## src/include/cpu_consts.svh

```systemverilog
// core width and encoding constants, included by the packages and by RTL that needs a value
`ifndef CPU_CONSTS_SVH
`define CPU_CONSTS_SVH

// ==============================
// datapath sizes
// ==============================
`define XLEN      32              // data and address width
`define NUM_REGS  32              // architectural registers x0..x31

// ==============================
// fixed encodings
// ==============================

// the pipeline bubble is a real instruction that writes nothing
`define NOP_INSTR 32'h0000_0013   // addi x0, x0, 0
`define RESET_PC  32'h0000_0000   // first fetch address out of reset

`endif
```

## src/hdl/isa_pkg.sv

```systemverilog
// instruction set types and encodings, imported by the decoder and the datapath stages
`default_nettype none
`include "cpu_consts.svh"

package isa_pkg;

    typedef logic [`XLEN-1:0]             word_t;      // data, address or instruction
    typedef logic [$clog2(`NUM_REGS)-1:0] reg_addr_t;  // register index
    typedef logic [6:0]                   opcode_t;    // instr[6:0]
    typedef logic [2:0]                   funct3_t;    // instr[14:12]
    typedef logic [6:0]                   funct7_t;    // instr[31:25]

    // ==============================
    // major opcodes
    // ==============================
    localparam opcode_t OPC_OP     = 7'b011_0011;  // register-register alu
    localparam opcode_t OPC_OP_IMM = 7'b001_0011;  // register-immediate alu
    localparam opcode_t OPC_LOAD   = 7'b000_0011;
    localparam opcode_t OPC_STORE  = 7'b010_0011;
    localparam opcode_t OPC_BRANCH = 7'b110_0011;
    localparam opcode_t OPC_JAL    = 7'b110_1111;
    localparam opcode_t OPC_JALR   = 7'b110_0111;
    localparam opcode_t OPC_SYSTEM = 7'b111_0011;  // ecall only

    // funct3 values of the supported subset
    localparam funct3_t F3_ADD  = 3'b000;  // add sub addi
    localparam funct3_t F3_SLT  = 3'b010;
    localparam funct3_t F3_SLTU = 3'b011;
    localparam funct3_t F3_OR   = 3'b110;
    localparam funct3_t F3_AND  = 3'b111;
    localparam funct3_t F3_WORD = 3'b010;  // lw and sw
    localparam funct3_t F3_BEQ  = 3'b000;
    localparam funct3_t F3_JALR = 3'b000;

    localparam funct7_t F7_BASE = 7'b000_0000;
    localparam funct7_t F7_SUB  = 7'b010_0000;  // sub in the OP group

    // alu operation, ADD is zero so a cleared bundle adds
    typedef enum logic [2:0] {
        ALU_ADD,
        ALU_SUB,
        ALU_AND,
        ALU_OR,
        ALU_SLT,
        ALU_SLTU
    } alu_op_e;

endpackage

`default_nettype wire

```

## src/hdl/pipe_pkg.sv

```systemverilog
// pipeline bundles passed between the stages and to the data port, imported by the stages
`default_nettype none
`include "cpu_consts.svh"

package pipe_pkg;

    import isa_pkg::*;

    // source of the register write
    typedef enum logic [1:0] {
        WB_ALU,
        WB_MEM,
        WB_PC4
    } wb_sel_e;

    // ==============================
    // control bundle
    // ==============================
    typedef struct packed {
        alu_op_e alu_op;
        logic    use_imm;  // operand b from the immediate
        logic    branch;   // beq
        logic    jump;     // jal or jalr
        logic    jalr;     // target from the alu sum
        logic    mem_we;   // store
        wb_sel_e wb_sel;
        logic    reg_we;   // already low for rd x0
        logic    halt;     // ecall
    } ctrl_t;

    // ==============================
    // stage registers
    // ==============================
    typedef struct packed {
        word_t instr;
        word_t pc;
    } fd_t;

    localparam fd_t FD_BUBBLE = '{instr: `NOP_INSTR, pc: `RESET_PC};  // IF/ID after reset

    typedef struct packed {
        ctrl_t     ctrl;
        word_t     rs1_data;  // register file value, wb bypass included
        word_t     rs2_data;
        word_t     imm;
        reg_addr_t rd;
        reg_addr_t rs1;       // kept for forwarding compares
        reg_addr_t rs2;
        word_t     pc;
    } de_t;

    typedef struct packed {
        ctrl_t     ctrl;
        word_t     alu_result;  // also the data address
        word_t     store_data;
        reg_addr_t rd;
        word_t     pc_plus4;    // link value
    } em_t;

    // ==============================
    // side paths
    // ==============================
    typedef struct packed {
        logic  taken;
        word_t target;
    } redirect_t;

    typedef struct packed {
        logic      m_we;
        reg_addr_t m_rd;
        word_t     m_data;  // memory stage value
        logic      w_we;
        reg_addr_t w_rd;
        word_t     w_data;  // writeback value
    } fwd_t;

    typedef struct packed {
        logic      we;
        reg_addr_t rd;
        word_t     data;
    } wb_t;

    typedef struct packed {
        word_t addr;
        word_t wdata;
        logic  we;     // one cycle strobe per store
    } dmem_req_t;

endpackage

`default_nettype wire

```

## src/hdl/riscv_core.sv

```systemverilog
// top level of the five stage pipeline, the testbench attaches instruction and data memories
`timescale 1ns/1ns
`default_nettype none

module riscv_core (
    input  logic                clk,
    input  logic                arst_n,
    output isa_pkg::word_t      instr_addr,
    input  isa_pkg::word_t      instr,
    output pipe_pkg::dmem_req_t dmem_req,
    input  isa_pkg::word_t      dmem_rdata,
    output logic                halted
);

    import isa_pkg::*;
    import pipe_pkg::*;

    fd_t       fd;        // IF/ID contents
    reg_addr_t rs1;
    reg_addr_t rs2;
    reg_addr_t rd;
    word_t     imm;
    ctrl_t     ctrl;
    word_t     rs1_data;
    word_t     rs2_data;
    de_t       de;        // decode output into ID/EX
    em_t       em;
    redirect_t redirect;  // execute back to fetch
    fwd_t      fwd;       // memory and writeback into execute
    wb_t       wb;

    // ==============================
    // fetch and decode
    // ==============================
    fetch_stage fetch_stage_inst (
        .clk        (clk),
        .arst_n     (arst_n),
        .redirect   (redirect),
        .instr      (instr),
        .instr_addr (instr_addr),
        .fd         (fd)
    );

    decoder decoder_inst (
        .fd   (fd),
        .rs1  (rs1),
        .rs2  (rs2),
        .rd   (rd),
        .imm  (imm),
        .ctrl (ctrl)
    );

    reg_file reg_file_inst (
        .clk      (clk),
        .arst_n   (arst_n),
        .rs1      (rs1),
        .rs2      (rs2),
        .rs1_data (rs1_data),
        .rs2_data (rs2_data),
        .wb       (wb)
    );

    assign de = '{ctrl: ctrl, rs1_data: rs1_data, rs2_data: rs2_data, imm: imm,
                  rd: rd, rs1: rs1, rs2: rs2, pc: fd.pc};

    // ==============================
    // execute, memory, writeback
    // ==============================
    execute_stage execute_stage_inst (
        .clk      (clk),
        .arst_n   (arst_n),
        .de       (de),
        .fwd      (fwd),
        .redirect (redirect),
        .em       (em)
    );

    mem_wb_stage mem_wb_stage_inst (
        .clk        (clk),
        .arst_n     (arst_n),
        .em         (em),
        .dmem_req   (dmem_req),
        .dmem_rdata (dmem_rdata),
        .fwd        (fwd),
        .wb         (wb),
        .halted     (halted)
    );

endmodule

`default_nettype wire

```

## src/hdl/mem_wb_stage.sv

```systemverilog
// memory and writeback stages with the data port, the destination bus and the halt flag
`timescale 1ns/1ns
`default_nettype none

module mem_wb_stage (
    input  logic                clk,
    input  logic                arst_n,
    input  pipe_pkg::em_t       em,
    output pipe_pkg::dmem_req_t dmem_req,
    input  isa_pkg::word_t      dmem_rdata,
    output pipe_pkg::fwd_t      fwd,
    output pipe_pkg::wb_t       wb,
    output logic                halted
);

    import isa_pkg::*;
    import pipe_pkg::*;

    em_t   mem_q;   // EX/MEM
    word_t m_data;  // destination bus in the memory stage
    wb_t   wb_q;    // MEM/WB
    logic  halt_q;  // ecall in writeback

    // ==============================
    // memory stage
    // ==============================
    always_ff @(posedge clk or negedge arst_n) begin
        if (!arst_n) begin
            mem_q <= '0;
        end else begin
            mem_q <= em;
        end
    end

    assign dmem_req = '{addr:  mem_q.alu_result,
                        wdata: mem_q.store_data,
                        we:    mem_q.ctrl.mem_we};  // strobe lasts the one cycle here

    always_comb begin
        case (mem_q.ctrl.wb_sel)
            WB_MEM:  m_data = dmem_rdata;   // load data forwarded with no stall
            WB_PC4:  m_data = mem_q.pc_plus4;
            default: m_data = mem_q.alu_result;
        endcase
    end

    // ==============================
    // writeback stage
    // ==============================
    always_ff @(posedge clk or negedge arst_n) begin
        if (!arst_n) begin
            wb_q   <= '0;
            halt_q <= 1'b0;
        end else begin
            wb_q   <= '{we: mem_q.ctrl.reg_we, rd: mem_q.rd, data: m_data};
            halt_q <= mem_q.ctrl.halt;
        end
    end

    assign wb  = wb_q;
    assign fwd = '{m_we: mem_q.ctrl.reg_we, m_rd: mem_q.rd, m_data: m_data,
                   w_we: wb_q.we,           w_rd: wb_q.rd,  w_data: wb_q.data};

    // sticky until reset
    always_ff @(posedge clk or negedge arst_n) begin
        if (!arst_n) begin
            halted <= 1'b0;
        end else if (halt_q) begin
            halted <= 1'b1;
        end
    end

    a_store_aligned: assert property (@(posedge clk) disable iff (!arst_n)
        dmem_req.we |-> dmem_req.addr[1:0] == 2'b00)
        else $error("store to unaligned address %h", dmem_req.addr);

endmodule

`default_nettype wire

```

## src/hdl/execute_stage.sv

```systemverilog
// execute stage with the ID/EX register, forwarding, the ALU and branch resolution
`timescale 1ns/1ns
`default_nettype none

module execute_stage (
    input  logic                clk,
    input  logic                arst_n,
    input  pipe_pkg::de_t       de,
    input  pipe_pkg::fwd_t      fwd,
    output pipe_pkg::redirect_t redirect,
    output pipe_pkg::em_t       em
);

    import isa_pkg::*;
    import pipe_pkg::*;

    de_t   ex_q;        // ID/EX
    word_t rs1_val;     // forwarded operands
    word_t rs2_val;
    word_t op_b;
    word_t alu_result;
    word_t pc_plus4;
    word_t br_target;   // pc + imm for beq and jal
    logic  beq_eq;

    // memory stage is younger so it wins over writeback
    function automatic word_t forward(reg_addr_t rs, word_t reg_val, fwd_t f);
        if (f.m_we && f.m_rd == rs) begin
            return f.m_data;
        end
        if (f.w_we && f.w_rd == rs) begin
            return f.w_data;
        end
        return reg_val;
    endfunction

    // ==============================
    // ID/EX register
    // ==============================
    always_ff @(posedge clk or negedge arst_n) begin
        if (!arst_n) begin
            ex_q <= '0;
        end else if (redirect.taken) begin
            ex_q <= '0;  // instruction in decode is on the wrong path
        end else begin
            ex_q <= de;
        end
    end

    assign rs1_val = forward(ex_q.rs1, ex_q.rs1_data, fwd);
    assign rs2_val = forward(ex_q.rs2, ex_q.rs2_data, fwd);
    assign op_b    = ex_q.ctrl.use_imm ? ex_q.imm : rs2_val;

    // ==============================
    // ALU
    // ==============================
    always_comb begin
        case (ex_q.ctrl.alu_op)
            ALU_ADD:  alu_result = rs1_val + op_b;
            ALU_SUB:  alu_result = rs1_val - op_b;
            ALU_AND:  alu_result = rs1_val & op_b;
            ALU_OR:   alu_result = rs1_val | op_b;
            ALU_SLT:  alu_result = word_t'($signed(rs1_val) < $signed(op_b));
            ALU_SLTU: alu_result = word_t'(rs1_val < op_b);
            default:  alu_result = rs1_val + op_b;
        endcase
    end

    // branch and jump resolution
    assign beq_eq    = (rs1_val == rs2_val);
    assign br_target = ex_q.pc + ex_q.imm;
    assign pc_plus4  = ex_q.pc + word_t'(4);

    assign redirect.taken  = (ex_q.ctrl.branch && beq_eq) || ex_q.ctrl.jump;
    assign redirect.target = ex_q.ctrl.jalr ? {alu_result[$bits(word_t)-1:1], 1'b0}
                                            : br_target;

    assign em = '{ctrl:       ex_q.ctrl,
                  alu_result: alu_result,
                  store_data: rs2_val,    // sw data needs forwarding too
                  rd:         ex_q.rd,
                  pc_plus4:   pc_plus4};

    // the second wrong-path slot arrives as a NOP from fetch and must not redirect
    a_no_double_redirect: assert property (@(posedge clk) disable iff (!arst_n)
        redirect.taken |-> ##2 !redirect.taken)
        else $error("redirect taken from a flushed slot");

endmodule

`default_nettype wire

```

## src/hdl/reg_file.sv

```systemverilog
// 32 entry register file with a writeback to decode bypass, read in decode and written in writeback
`timescale 1ns/1ns
`default_nettype none
`include "cpu_consts.svh"

module reg_file (
    input  logic               clk,
    input  logic               arst_n,
    input  isa_pkg::reg_addr_t rs1,
    input  isa_pkg::reg_addr_t rs2,
    output isa_pkg::word_t     rs1_data,
    output isa_pkg::word_t     rs2_data,
    input  pipe_pkg::wb_t      wb
);

    import isa_pkg::*;

    word_t regs [`NUM_REGS];  // entry 0 is never written

    // x0 first, then the value being written this cycle, then the array
    assign rs1_data = (rs1 == '0)               ? '0      :
                      (wb.we && wb.rd == rs1)   ? wb.data : regs[rs1];
    assign rs2_data = (rs2 == '0)               ? '0      :
                      (wb.we && wb.rd == rs2)   ? wb.data : regs[rs2];

    always_ff @(posedge clk) begin
        if (wb.we) begin
            regs[wb.rd] <= wb.data;
        end
    end

    // reg_we for rd x0 is dropped in the decoder three stages earlier
    a_no_x0_write: assert property (@(posedge clk) disable iff (!arst_n) wb.we |-> wb.rd != '0)
        else $error("register write aimed at x0");

endmodule

`default_nettype wire

```

## src/hdl/decoder.sv

```systemverilog
// hard-wired decoder for register fields, immediates and the control bundle, used in decode
`timescale 1ns/1ns
`default_nettype none

module decoder (
    input  pipe_pkg::fd_t        fd,
    output isa_pkg::reg_addr_t   rs1,
    output isa_pkg::reg_addr_t   rs2,
    output isa_pkg::reg_addr_t   rd,
    output isa_pkg::word_t       imm,
    output pipe_pkg::ctrl_t      ctrl
);

    import isa_pkg::*;
    import pipe_pkg::*;

    word_t   ins;
    opcode_t opcode;
    funct3_t f3;
    funct7_t f7;

    assign ins    = fd.instr;
    assign opcode = ins[6:0];
    assign f3     = ins[14:12];
    assign f7     = ins[31:25];

    // fields sit at fixed positions in every format
    assign rs1 = ins[19:15];
    assign rs2 = ins[24:20];
    assign rd  = ins[11:7];

    // ==============================
    // immediates
    // ==============================
    always_comb begin
        case (opcode)
            OPC_OP_IMM, OPC_LOAD, OPC_JALR:
                imm = word_t'($signed(ins[31:20]));                                // I
            OPC_STORE:
                imm = word_t'($signed({ins[31:25], ins[11:7]}));                   // S
            OPC_BRANCH:
                imm = word_t'($signed({ins[31], ins[7], ins[30:25], ins[11:8], 1'b0}));
            OPC_JAL:
                imm = word_t'($signed({ins[31], ins[19:12], ins[20], ins[30:21], 1'b0}));
            default:
                imm = '0;
        endcase
    end

    // ==============================
    // control bundle
    // ==============================
    always_comb begin
        ctrl = '0;  // anything unrecognised stays a bubble
        case (opcode)
            OPC_OP: begin
                ctrl.wb_sel = WB_ALU;
                ctrl.reg_we = 1'b1;
                if (f7 == F7_SUB && f3 == F3_ADD) begin
                    ctrl.alu_op = ALU_SUB;
                end else if (f7 != F7_BASE) begin
                    ctrl.reg_we = 1'b0;  // no mul group here
                end else begin
                    case (f3)
                        F3_ADD:  ctrl.alu_op = ALU_ADD;
                        F3_SLT:  ctrl.alu_op = ALU_SLT;
                        F3_SLTU: ctrl.alu_op = ALU_SLTU;
                        F3_OR:   ctrl.alu_op = ALU_OR;
                        F3_AND:  ctrl.alu_op = ALU_AND;
                        default: ctrl.reg_we = 1'b0;  // shifts and xor unsupported
                    endcase
                end
            end
            OPC_OP_IMM: begin
                ctrl.use_imm = 1'b1;
                ctrl.reg_we  = 1'b1;
                case (f3)
                    F3_ADD:  ctrl.alu_op = ALU_ADD;
                    F3_SLT:  ctrl.alu_op = ALU_SLT;
                    F3_SLTU: ctrl.alu_op = ALU_SLTU;
                    F3_OR:   ctrl.alu_op = ALU_OR;
                    F3_AND:  ctrl.alu_op = ALU_AND;
                    default: ctrl = '0;
                endcase
            end
            OPC_LOAD: if (f3 == F3_WORD) begin
                ctrl.use_imm = 1'b1;    // address is rs1 + imm
                ctrl.wb_sel  = WB_MEM;
                ctrl.reg_we  = 1'b1;
            end
            OPC_STORE: if (f3 == F3_WORD) begin
                ctrl.use_imm = 1'b1;
                ctrl.mem_we  = 1'b1;
            end
            OPC_BRANCH: if (f3 == F3_BEQ) begin
                ctrl.branch = 1'b1;     // compare done on forwarded operands
            end
            OPC_JAL: begin
                ctrl.jump   = 1'b1;
                ctrl.wb_sel = WB_PC4;
                ctrl.reg_we = 1'b1;
            end
            OPC_JALR: if (f3 == F3_JALR) begin
                ctrl.jump    = 1'b1;
                ctrl.jalr    = 1'b1;
                ctrl.use_imm = 1'b1;    // alu forms rs1 + imm
                ctrl.wb_sel  = WB_PC4;
                ctrl.reg_we  = 1'b1;
            end
            OPC_SYSTEM: if (ins[31:7] == '0) begin
                ctrl.halt = 1'b1;       // ecall
            end
            default: ctrl = '0;
        endcase
        if (rd == '0) begin
            ctrl.reg_we = 1'b0;         // the only x0 check in the pipeline
        end
    end

endmodule

`default_nettype wire

```

## src/hdl/fetch_stage.sv

```systemverilog
// fetch stage with the PC register and the IF/ID register, instantiated by the core top level
`timescale 1ns/1ns
`default_nettype none
`include "cpu_consts.svh"

module fetch_stage (
    input  logic                clk,
    input  logic                arst_n,
    input  pipe_pkg::redirect_t redirect,
    input  isa_pkg::word_t      instr,
    output isa_pkg::word_t      instr_addr,
    output pipe_pkg::fd_t       fd
);

    import isa_pkg::*;
    import pipe_pkg::*;

    word_t pc;       // address fetched this cycle
    word_t pc_next;

    assign pc_next    = redirect.taken ? redirect.target : pc + word_t'(4);
    assign instr_addr = pc;  // instruction comes back in the same cycle

    always_ff @(posedge clk or negedge arst_n) begin
        if (!arst_n) begin
            pc <= `RESET_PC;
        end else begin
            pc <= pc_next;
        end
    end

    // ==============================
    // IF/ID register
    // ==============================
    always_ff @(posedge clk or negedge arst_n) begin
        if (!arst_n) begin
            fd <= FD_BUBBLE;
        end else begin
            fd.instr <= redirect.taken ? `NOP_INSTR : instr;  // wrong-path fetch dies here
            fd.pc    <= pc;
        end
    end

    // targets come from execute so this also covers the redirect path
    a_pc_aligned: assert property (@(posedge clk) disable iff (!arst_n) pc[1:0] == 2'b00)
        else $error("pc not word aligned %h", pc);

endmodule

`default_nettype wire

```

## config.mk

```make
export PLATFORM = sky130hd
export DESIGN_NAME = riscv_core
export DESIGN_NICKNAME = d
export VERILOG_FILES = /design/src/hdl/isa_pkg.sv /design/src/hdl/pipe_pkg.sv /design/src/hdl/riscv_core.sv /design/src/hdl/mem_wb_stage.sv /design/src/hdl/execute_stage.sv /design/src/hdl/reg_file.sv /design/src/hdl/decoder.sv /design/src/hdl/fetch_stage.sv
export VERILOG_INCLUDE_DIRS = /design/src /design/src/include
export SDC_FILE = /design/constraint.sdc
export NUM_CORES = 2
export LEC_CHECK = 0
export CAP_MARGIN = 30
export CORE_ASPECT_RATIO = 1.1
export CORE_MARGIN = 1
export CORE_UTILIZATION = 50
export CTS_CLUSTER_DIAMETER = 120
export DETAILED_ROUTE_END_ITERATION = 12
export DONT_BUFFER_PORTS = 1
export HOLD_SLACK_MARGIN = 0.15
export PLACE_DENSITY_LB_ADDON = 0.3
export SKIP_CTS_REPAIR_TIMING = 1
export SYNTH_ARGS = -nofsm -noshare
export SYNTH_HDL_FRONTEND = slang
export SYNTH_SLANG_ARGS = --single-unit
```

## constraint.sdc

```tcl
create_clock -name clk -period 14.4 [get_ports clk]
set_clock_uncertainty 0.2 [all_clocks]
set_input_delay 2.16 -clock clk [delete_from_list [all_inputs] [get_ports clk]]
set_output_delay 2.16 -clock clk [all_outputs]
set_load 0.02 [all_outputs]
```

# After elaboration in Yosys (flattened, before gate mapping)
# Memories as Yosys holds them, arrays and structs flattened.
# Index checks and enable logic that the tools add are counted.
dict set report op_classes {
  add_sub_neg 5
  n_mul 0
  n_div 0
  n_lt_le_gt_ge 2
  eq_ne 27
  n_shift 0
  n_mux 50
  n_bitwise 2
  reduce_logical 18
}
# op n
set ops {}
lappend ops {{$mux W32} 16}
lappend ops {{$pmux W32 S5} 1}
lappend ops {{$mux W155} 1}
lappend ops {{$pmux W32 S4} 1}
lappend ops {{$add A32 B3 Y32 const B} 2}
lappend ops {{$add A32 B32 Y32} 2}
lappend ops {{$lt A32 B32 Y1} 2}
lappend ops {{$pmux W32 S2} 1}
lappend ops {{$and A32 B32 Y32} 1}
lappend ops {{$eq A32 B32 Y1} 1}
lappend ops {{$or A32 B32 Y32} 1}
lappend ops {{$sub A32 B32 Y32} 1}
lappend ops {{$eq A5 B5 Y1} 6}
lappend ops {{$eq A7 B7 Y1 const B} 4}
lappend ops {{$logic_not A25 Y1} 1}
lappend ops {{$eq A7 B6 Y1 const B} 3}
lappend ops {{$logic_not A5 Y1} 3}
lappend ops {{$mux W1} 15}
lappend ops {{$pmux W3 S5} 1}
lappend ops {{$eq A3 B2 Y1 const B} 4}
lappend ops {{$eq A3 B3 Y1 const B} 4}
lappend ops {{$pmux W3 S4} 1}
lappend ops {{$mux W3} 3}
lappend ops {{$mux W9} 1}
lappend ops {{other kinds (16)} 28}
dict set report totals {
  ff_bits 397
  latch_bits 0
  ramBits 1024
  romBits 0
  in_bits 66
  output_inout_bits 98
  wordCells 137
  n_memories 1
}
# name depth word_bits rd rd_ports_with_merged_regs wr line
set mem_list {}
lappend mem_list {reg_file_inst.regs 32 32 2 0 1 reg_file.sv:18} ;# word_t regs [`NUM_REGS];

# Longest topological paths before layout
dict set report logic_depth {
  word_depth 11
  depth_mapped 25
  mapped_depth_nobuf 22
}

# By module
# A second synthesis with hierarchy kept.
dict set report unflattened {
  hier_cells 5154
  area_unflattened_um2 71920.2
}
# module instances cells_each area_per_inst_um2 seq_area_each_um2
set modules_own_cells {}
lappend modules_own_cells {reg_file 1 2514 47515.6 30749.5}
lappend modules_own_cells {execute_stage 1 1868 14894.3 3878.7}
lappend modules_own_cells {mem_wb_stage 1 369 5122.4 3653.5}
lappend modules_own_cells {fetch_stage 1 291 3629.7 2406.1}
lappend modules_own_cells {decoder 1 112 758.2 0.0}

# Worst setup path after synthesis
# OpenSTA, ideal clock, no wires.
dict set report synth_path {
  kind {in2reg}
  from {input dmem_rdata[0]}
  to {register fetch_stage_inst.pc[30], in the netlist fetch_stage_inst.instr_addr[30]}
  setup_time_ps 86
  t_arrival_ps 5798
  required_ps 14114
  path_slack_ps 8316
  cell_stages 19
  n_path_buf 0
  cell_sequence {a22oi_1 o21a_1 inv_1 nor2_1 a21oi_1 mux2i_1 inv_1 ha_1 fa_1 a21o_1 a221oi_1 o21ai_0 o31ai_1 o211ai_1 o31ai_1 o21ai_0 o32ai_1 nand3b_1 a32oi_1}
}
# item line
set synth_lines {}
lappend synth_lines {{from (decl)} riscv_core.sv:11} ;# input isa_pkg::word_t dmem_rdata,
lappend synth_lines {{to (signal assigned)} fetch_stage.sv:26} ;# pc <= `RESET_PC;
lappend synth_lines {{to (signal assigned)} fetch_stage.sv:28} ;# pc <= pc_next;
lappend synth_lines {{to (decl)} fetch_stage.sv:18} ;# word_t pc;

==> summary by stage <==
Run status
The flow ran to the end, and the final reports show no timing, DRC or antenna violations.

Critical path
Counting both buffers and inverters, the worst setup path holds a total of 0. Data on the critical path is required at its endpoint by 14.89 ns. The endpoint identified for the worst register-to-register timing path is fetch_stage_inst.instr_addr[30]$_DFF_PN0_. The data arrival time at the worst-slack endpoint is roughly 7.7 ns. The launch instance of the worst register-to-register path is mem_wb_stage_inst.fwd[35]$_DFF_PN0_. The setup path with the least slack is of type reg2reg. On the critical path, the stage with the largest delay is an instance of sky130_fd_sc_hd__dfrtp_1. For this run, the slowest stage of the critical path takes slightly below 0.7 ns. In this run the worst path has a maximum fanout of 28.

The logic depth of the worst register-to-register path is 17. The kind of cell adding the most delay to the critical path is compound AO/OA/AOI/OAI gates. The worst setup path is launched from a register. Traced cell by cell, the critical path runs through xnor2_1, and4_1, nand2_4, mux2i_1, a21oi_1, mux2_2, ha_1, and3_1, a221oi_1, o21ai_0, o31ai_1, o211ai_1, o31ai_1, o21ai_0, o32ai_1, nand3b_1, a32oi_1. In this run the register-to-register setup slack is 7.23 ns. The nature of the critical path endpoint is a register.

Hold path
The worst hold path was traced through 0 stages. The classification of the worst-slack hold path is reg2reg. The worst min-delay path endpoint is mem_wb_stage_inst.mem_q[103]$_DFF_PN0_. The start point of the worst hold path is execute_stage_inst.em[103]$_DFF_PN0_.

Synthesis
For this run, the leading register cell type out of synthesis is sky130_fd_sc_hd__edfxtp_1. The average instance area after synthesis is ~15 µm². The commonest cells after synthesis are sky130_fd_sc_hd__edfxtp_1, sky130_fd_sc_hd__mux4_2, sky130_fd_sc_hd__dfrtp_1.

Counting flops and latches in the post-synthesis netlist gives around 1.4k. In this run, synthesis inferred just over 1k flip-flops with an integrated enable. In the synthesized netlist the async set-or-reset flop fraction comes to 27.38%. Summing the areas of all and, or, nand and nor instances in the mapped netlist gives under 10% of the synthesized area. The post-synthesis share of cell area spent on full adders, half adders and majority gates is about 2.5%.

The synthesized instance count is 4961. By area the synthesized netlist is led by sky130_fd_sc_hd__edfxtp_1, sky130_fd_sc_hd__mux4_2, sky130_fd_sc_hd__dfrtp_1, sky130_fd_sc_hd__ha_1, sky130_fd_sc_hd__nor2_1. The complex-gate fraction of the synthesized area is under 10%. The mapped cell area is around 72000 µm². Yosys mapped the design onto around 90 distinct sky130hd cell types. The fraction of synthesized cell area in xor and xnor cells is 1.966%. The combinational family with the most area after synthesis is multiplexers. The top cell type's share of synthesized area is a little over two fifths. The multiplexer share of the synthesized area is 21.28%. The number of warnings issued by yosys is 0. The sequential share of the synthesized area is a little under three fifths. Yosys instantiated no cell more often than sky130_fd_sc_hd__edfxtp_1.

The post-synthesis net count is ~5.2k. sky130_fd_sc_hd__edfxtp_1 takes more of the synthesized area than any other cell.

Final layout
Relative to the synthesized area, the layout overhead comes to 9.756%. In the final layout, the multi-input gates occupy 29240 µm². The final layout contains roughly 5.1k nets. The filler cells instantiated in the layout total 11.12k. In the final layout, the share of cells above drive strength 1 is approximately 22%.

The register cell area after layout is just over 40000 µm². The post-layout instance area is 79070 µm².

Clock network
The root buffer cell is sky130_fd_sc_hd__clkbuf_16. The clock latency reported for the late side of the worst-skew pair is 0.79 ns. The number of H-tree levels is 4. TritonCTS built the clock tree. The total number of clock tree sinks is around 1.4k.

Clock-pin slew was measured on the worst setup and hold paths at about 0.07 ns. The maximum buffer depth of the clock tree is 3. TritonCTS created ~140 clock buffers.

STA
The time the final worst path needs with I/O delays and setup is 7.173 ns. The final max-slew violation count was 0. The worst slew margin relative to its limit is 13.75%. The number of hold violations in the final report is 0.

Setup violations remaining at the end of the flow were counted as 0. Setup repair after global routing left no endpoint under its margin. The final-layout setup total negative slack is 0 ns.

The post-route fraction of the period consumed by the critical path is 49.82%. The achievable frequency is around 140 MHz. The transition time at the pin with the least slew margin is roughly 1.3 ns.

Detailed routing
The routed design uses about 24 mm of met3 wire. The topmost layer with routed signal wires is met5. The detailed router put a total of approximately 83 mm of wire on met1.

The total DRC errors in the routed layout is 0. The first detailed-routing pass ran for 5 iterations. In the routed layout, each cell is associated on average with a via count of ~6.8. The final route contains about 47k vias.

In the detailed route, the total length drawn on met2 is approximately 110 mm. Dividing the detail-routed wire length by the instance count gives 33.35 µm. The antenna violation net count after detailed routing is 0. The initial detailed-routing violation count is ~6k. Wires add up to between 200 and 250 mm.

Global route
Entering global routing, the biggest net connects ~390 pins. For this run, the total global-route usage over all layers was measured as about a third. The via count of the first global-routing pass was 46.22k. The overflow left after global routing is 0. The first global-routing pass estimated between 300 and 400 mm of wire.

The number of antenna violations at the first check in global routing is 8.

Floorplan
The floorplan step set the die height to about 400 µm. Once the floorplan was initialized, standard cells occupied 50.58% of the core. The die area is ~150000 µm². about 160 I/O pins were placed.

The die outline width is 363.9 µm. The floorplan has ~150 rows. The area of the placeable core is ~140000 µm².

Placed design
The number of I/O port buffers is 0. Routability-driven placement finished with a final weighted congestion of about 1.0. The placed instance area is around 74000 µm². Detailed placement finished with a half-perimeter wire length of between 100 and 150 mm.

Flow run
The number of max-cap violations is 0.

Power and ir drop
VDD sags by at most around 130 µV. For this design the ratio of total power to cell area is 142.3 nW/µm². The leakage power of the design is ~28 nW.
-- layout by cell type (no fill, tap or decap), types with 17 or more instances in the layout --
| cell type | netlist | final |
|---|---|---|
| sky130_fd_sc_hd__dfrtp_1 | 383 | 377 |
| sky130_fd_sc_hd__a21o_1 | 45 | 45 |
| sky130_fd_sc_hd__ha_1 | 141 | 140 |
| sky130_fd_sc_hd__nor2_4 | 0 | 34 |
| sky130_fd_sc_hd__mux4_2 | 615 | 615 |
| sky130_fd_sc_hd__buf_16 | 0 | 21 |
| sky130_fd_sc_hd__a21oi_1 | 236 | 236 |
| sky130_fd_sc_hd__nor4_1 | 22 | 22 |
| sky130_fd_sc_hd__xnor2_1 | 94 | 94 |
| sky130_fd_sc_hd__o21ai_1 | 18 | 18 |
| sky130_fd_sc_hd__edfxtp_1 | 1024 | 1024 |
| sky130_fd_sc_hd__a211oi_1 | 34 | 34 |
| sky130_fd_sc_hd__nor2_1 | 365 | 331 |
| sky130_fd_sc_hd__nor3_1 | 129 | 129 |
| sky130_fd_sc_hd__nand2b_1 | 21 | 21 |
| sky130_fd_sc_hd__o21a_1 | 25 | 25 |
| sky130_fd_sc_hd__o211ai_1 | 22 | 22 |
| sky130_fd_sc_hd__clkinv_2 | 0 | 27 |
| sky130_fd_sc_hd__and2_1 | 18 | 17 |
| sky130_fd_sc_hd__nand2_1 | 265 | 264 |
| sky130_fd_sc_hd__mux2_2 | 17 | 17 |
| sky130_fd_sc_hd__clkbuf_16 | 0 | 150 |
| sky130_fd_sc_hd__clkbuf_1 | 212 | 23 |
| sky130_fd_sc_hd__a22oi_1 | 47 | 47 |
| sky130_fd_sc_hd__nor2b_1 | 17 | 17 |
| sky130_fd_sc_hd__buf_4 | 89 | 102 |
| sky130_fd_sc_hd__and3_1 | 52 | 50 |
| sky130_fd_sc_hd__inv_1 | 193 | 192 |
| sky130_fd_sc_hd__o21ai_0 | 137 | 137 |
| sky130_fd_sc_hd__nand3_1 | 84 | 84 |
| sky130_fd_sc_hd__nand4_1 | 31 | 31 |
| sky130_fd_sc_hd__a311oi_1 | 19 | 19 |
| sky130_fd_sc_hd__mux2i_1 | 125 | 125 |
| sky130_fd_sc_hd__a31oi_1 | 38 | 38 |
| sky130_fd_sc_hd__xor2_1 | 64 | 64 |
| sky130_fd_sc_hd__clkinv_1 | 4 | 24 |
-- per-stage QoR --
stage	total power, mW	hold slack (ns)	util [%]	cells	setup WS, ns
finish	11.25	0.1470	55.52	6877	7.227
detailed placement	7.420	0.1355	52.05	6603	6.777
floorplan	6.540	0.1312	-	4961	8.316
global placement	7.281	0.1329	51.72	6583	6.824
global route	11.56	0.1588	55.51	6875	6.942
CTS	11.19	0.1398	55.40	6867	7.406
-- report_power, final --
group | internal [mW] | switching [mW]
clock network | 2.17 | 1.64
registers | 4.93 | 0.339
logic | 0.758 | 1.42
-- sequential cells by signal, summed over array words and instances (netlist names) --
name,count
reg_file_inst.regs,1024
execute_stage_inst.ex_q,127
mem_wb_stage_inst.dmem_req,65
fetch_stage_inst.fd,64
mem_wb_stage_inst.fwd,44
mem_wb_stage_inst.mem_q,35
fetch_stage_inst.instr_addr,32
execute_stage_inst.em,17
mem_wb_stage_inst.halt_q,1
mem_wb_stage_inst.halted,1
-- metal layers --
metal	up-vias	global-route usage (%)
met1	24040	40.46
met3	609	6.876
li1	19150	-
met4	8	16.86
met5	-	0
met2	2875	50.71
-- cell families after synthesis --
group	count (synthesis)
simple gates	1091
fa+ha+maj	144
xor+xnor	160
mux	760
compound gates	803
flops	1410
buf+inv	593
-- worst max path at each step --
stage                                                   start                                   endpoint  slack (ns)  cells after the start
after floorplan                                 dmem_rdata[0]  fetch_stage_inst.instr_addr[30]$_DFF_PN0_        8.32                     19
after global placement                          dmem_rdata[3]  fetch_stage_inst.instr_addr[30]$_DFF_PN0_        6.82                     16
after detailed placement                        dmem_rdata[3]  fetch_stage_inst.instr_addr[30]$_DFF_PN0_        6.78                     16
after CTS                 mem_wb_stage_inst.fwd[36]$_DFF_PN0_  fetch_stage_inst.instr_addr[30]$_DFF_PN0_        7.41                     17
after global routing      mem_wb_stage_inst.fwd[36]$_DFF_PN0_  fetch_stage_inst.instr_addr[30]$_DFF_PN0_        6.94                     17
final                     mem_wb_stage_inst.fwd[35]$_DFF_PN0_  fetch_stage_inst.instr_addr[30]$_DFF_PN0_        7.23                     17
-- area by class of cell --
type / count / area share (%)
well taps: 1911 / 3.024
clock buffers: 181 / 4.996
flip-flops and latches: 1410 / 51.14
inverters: 201 / 0.9621
repair buffers: 130 / 1.845
clock inverters: 83 / 1.043
diodes: 3 / 0.009495
multi-input cells: 2958 / 36.98
Note: power is estimated with default switching activity, not from simulation.
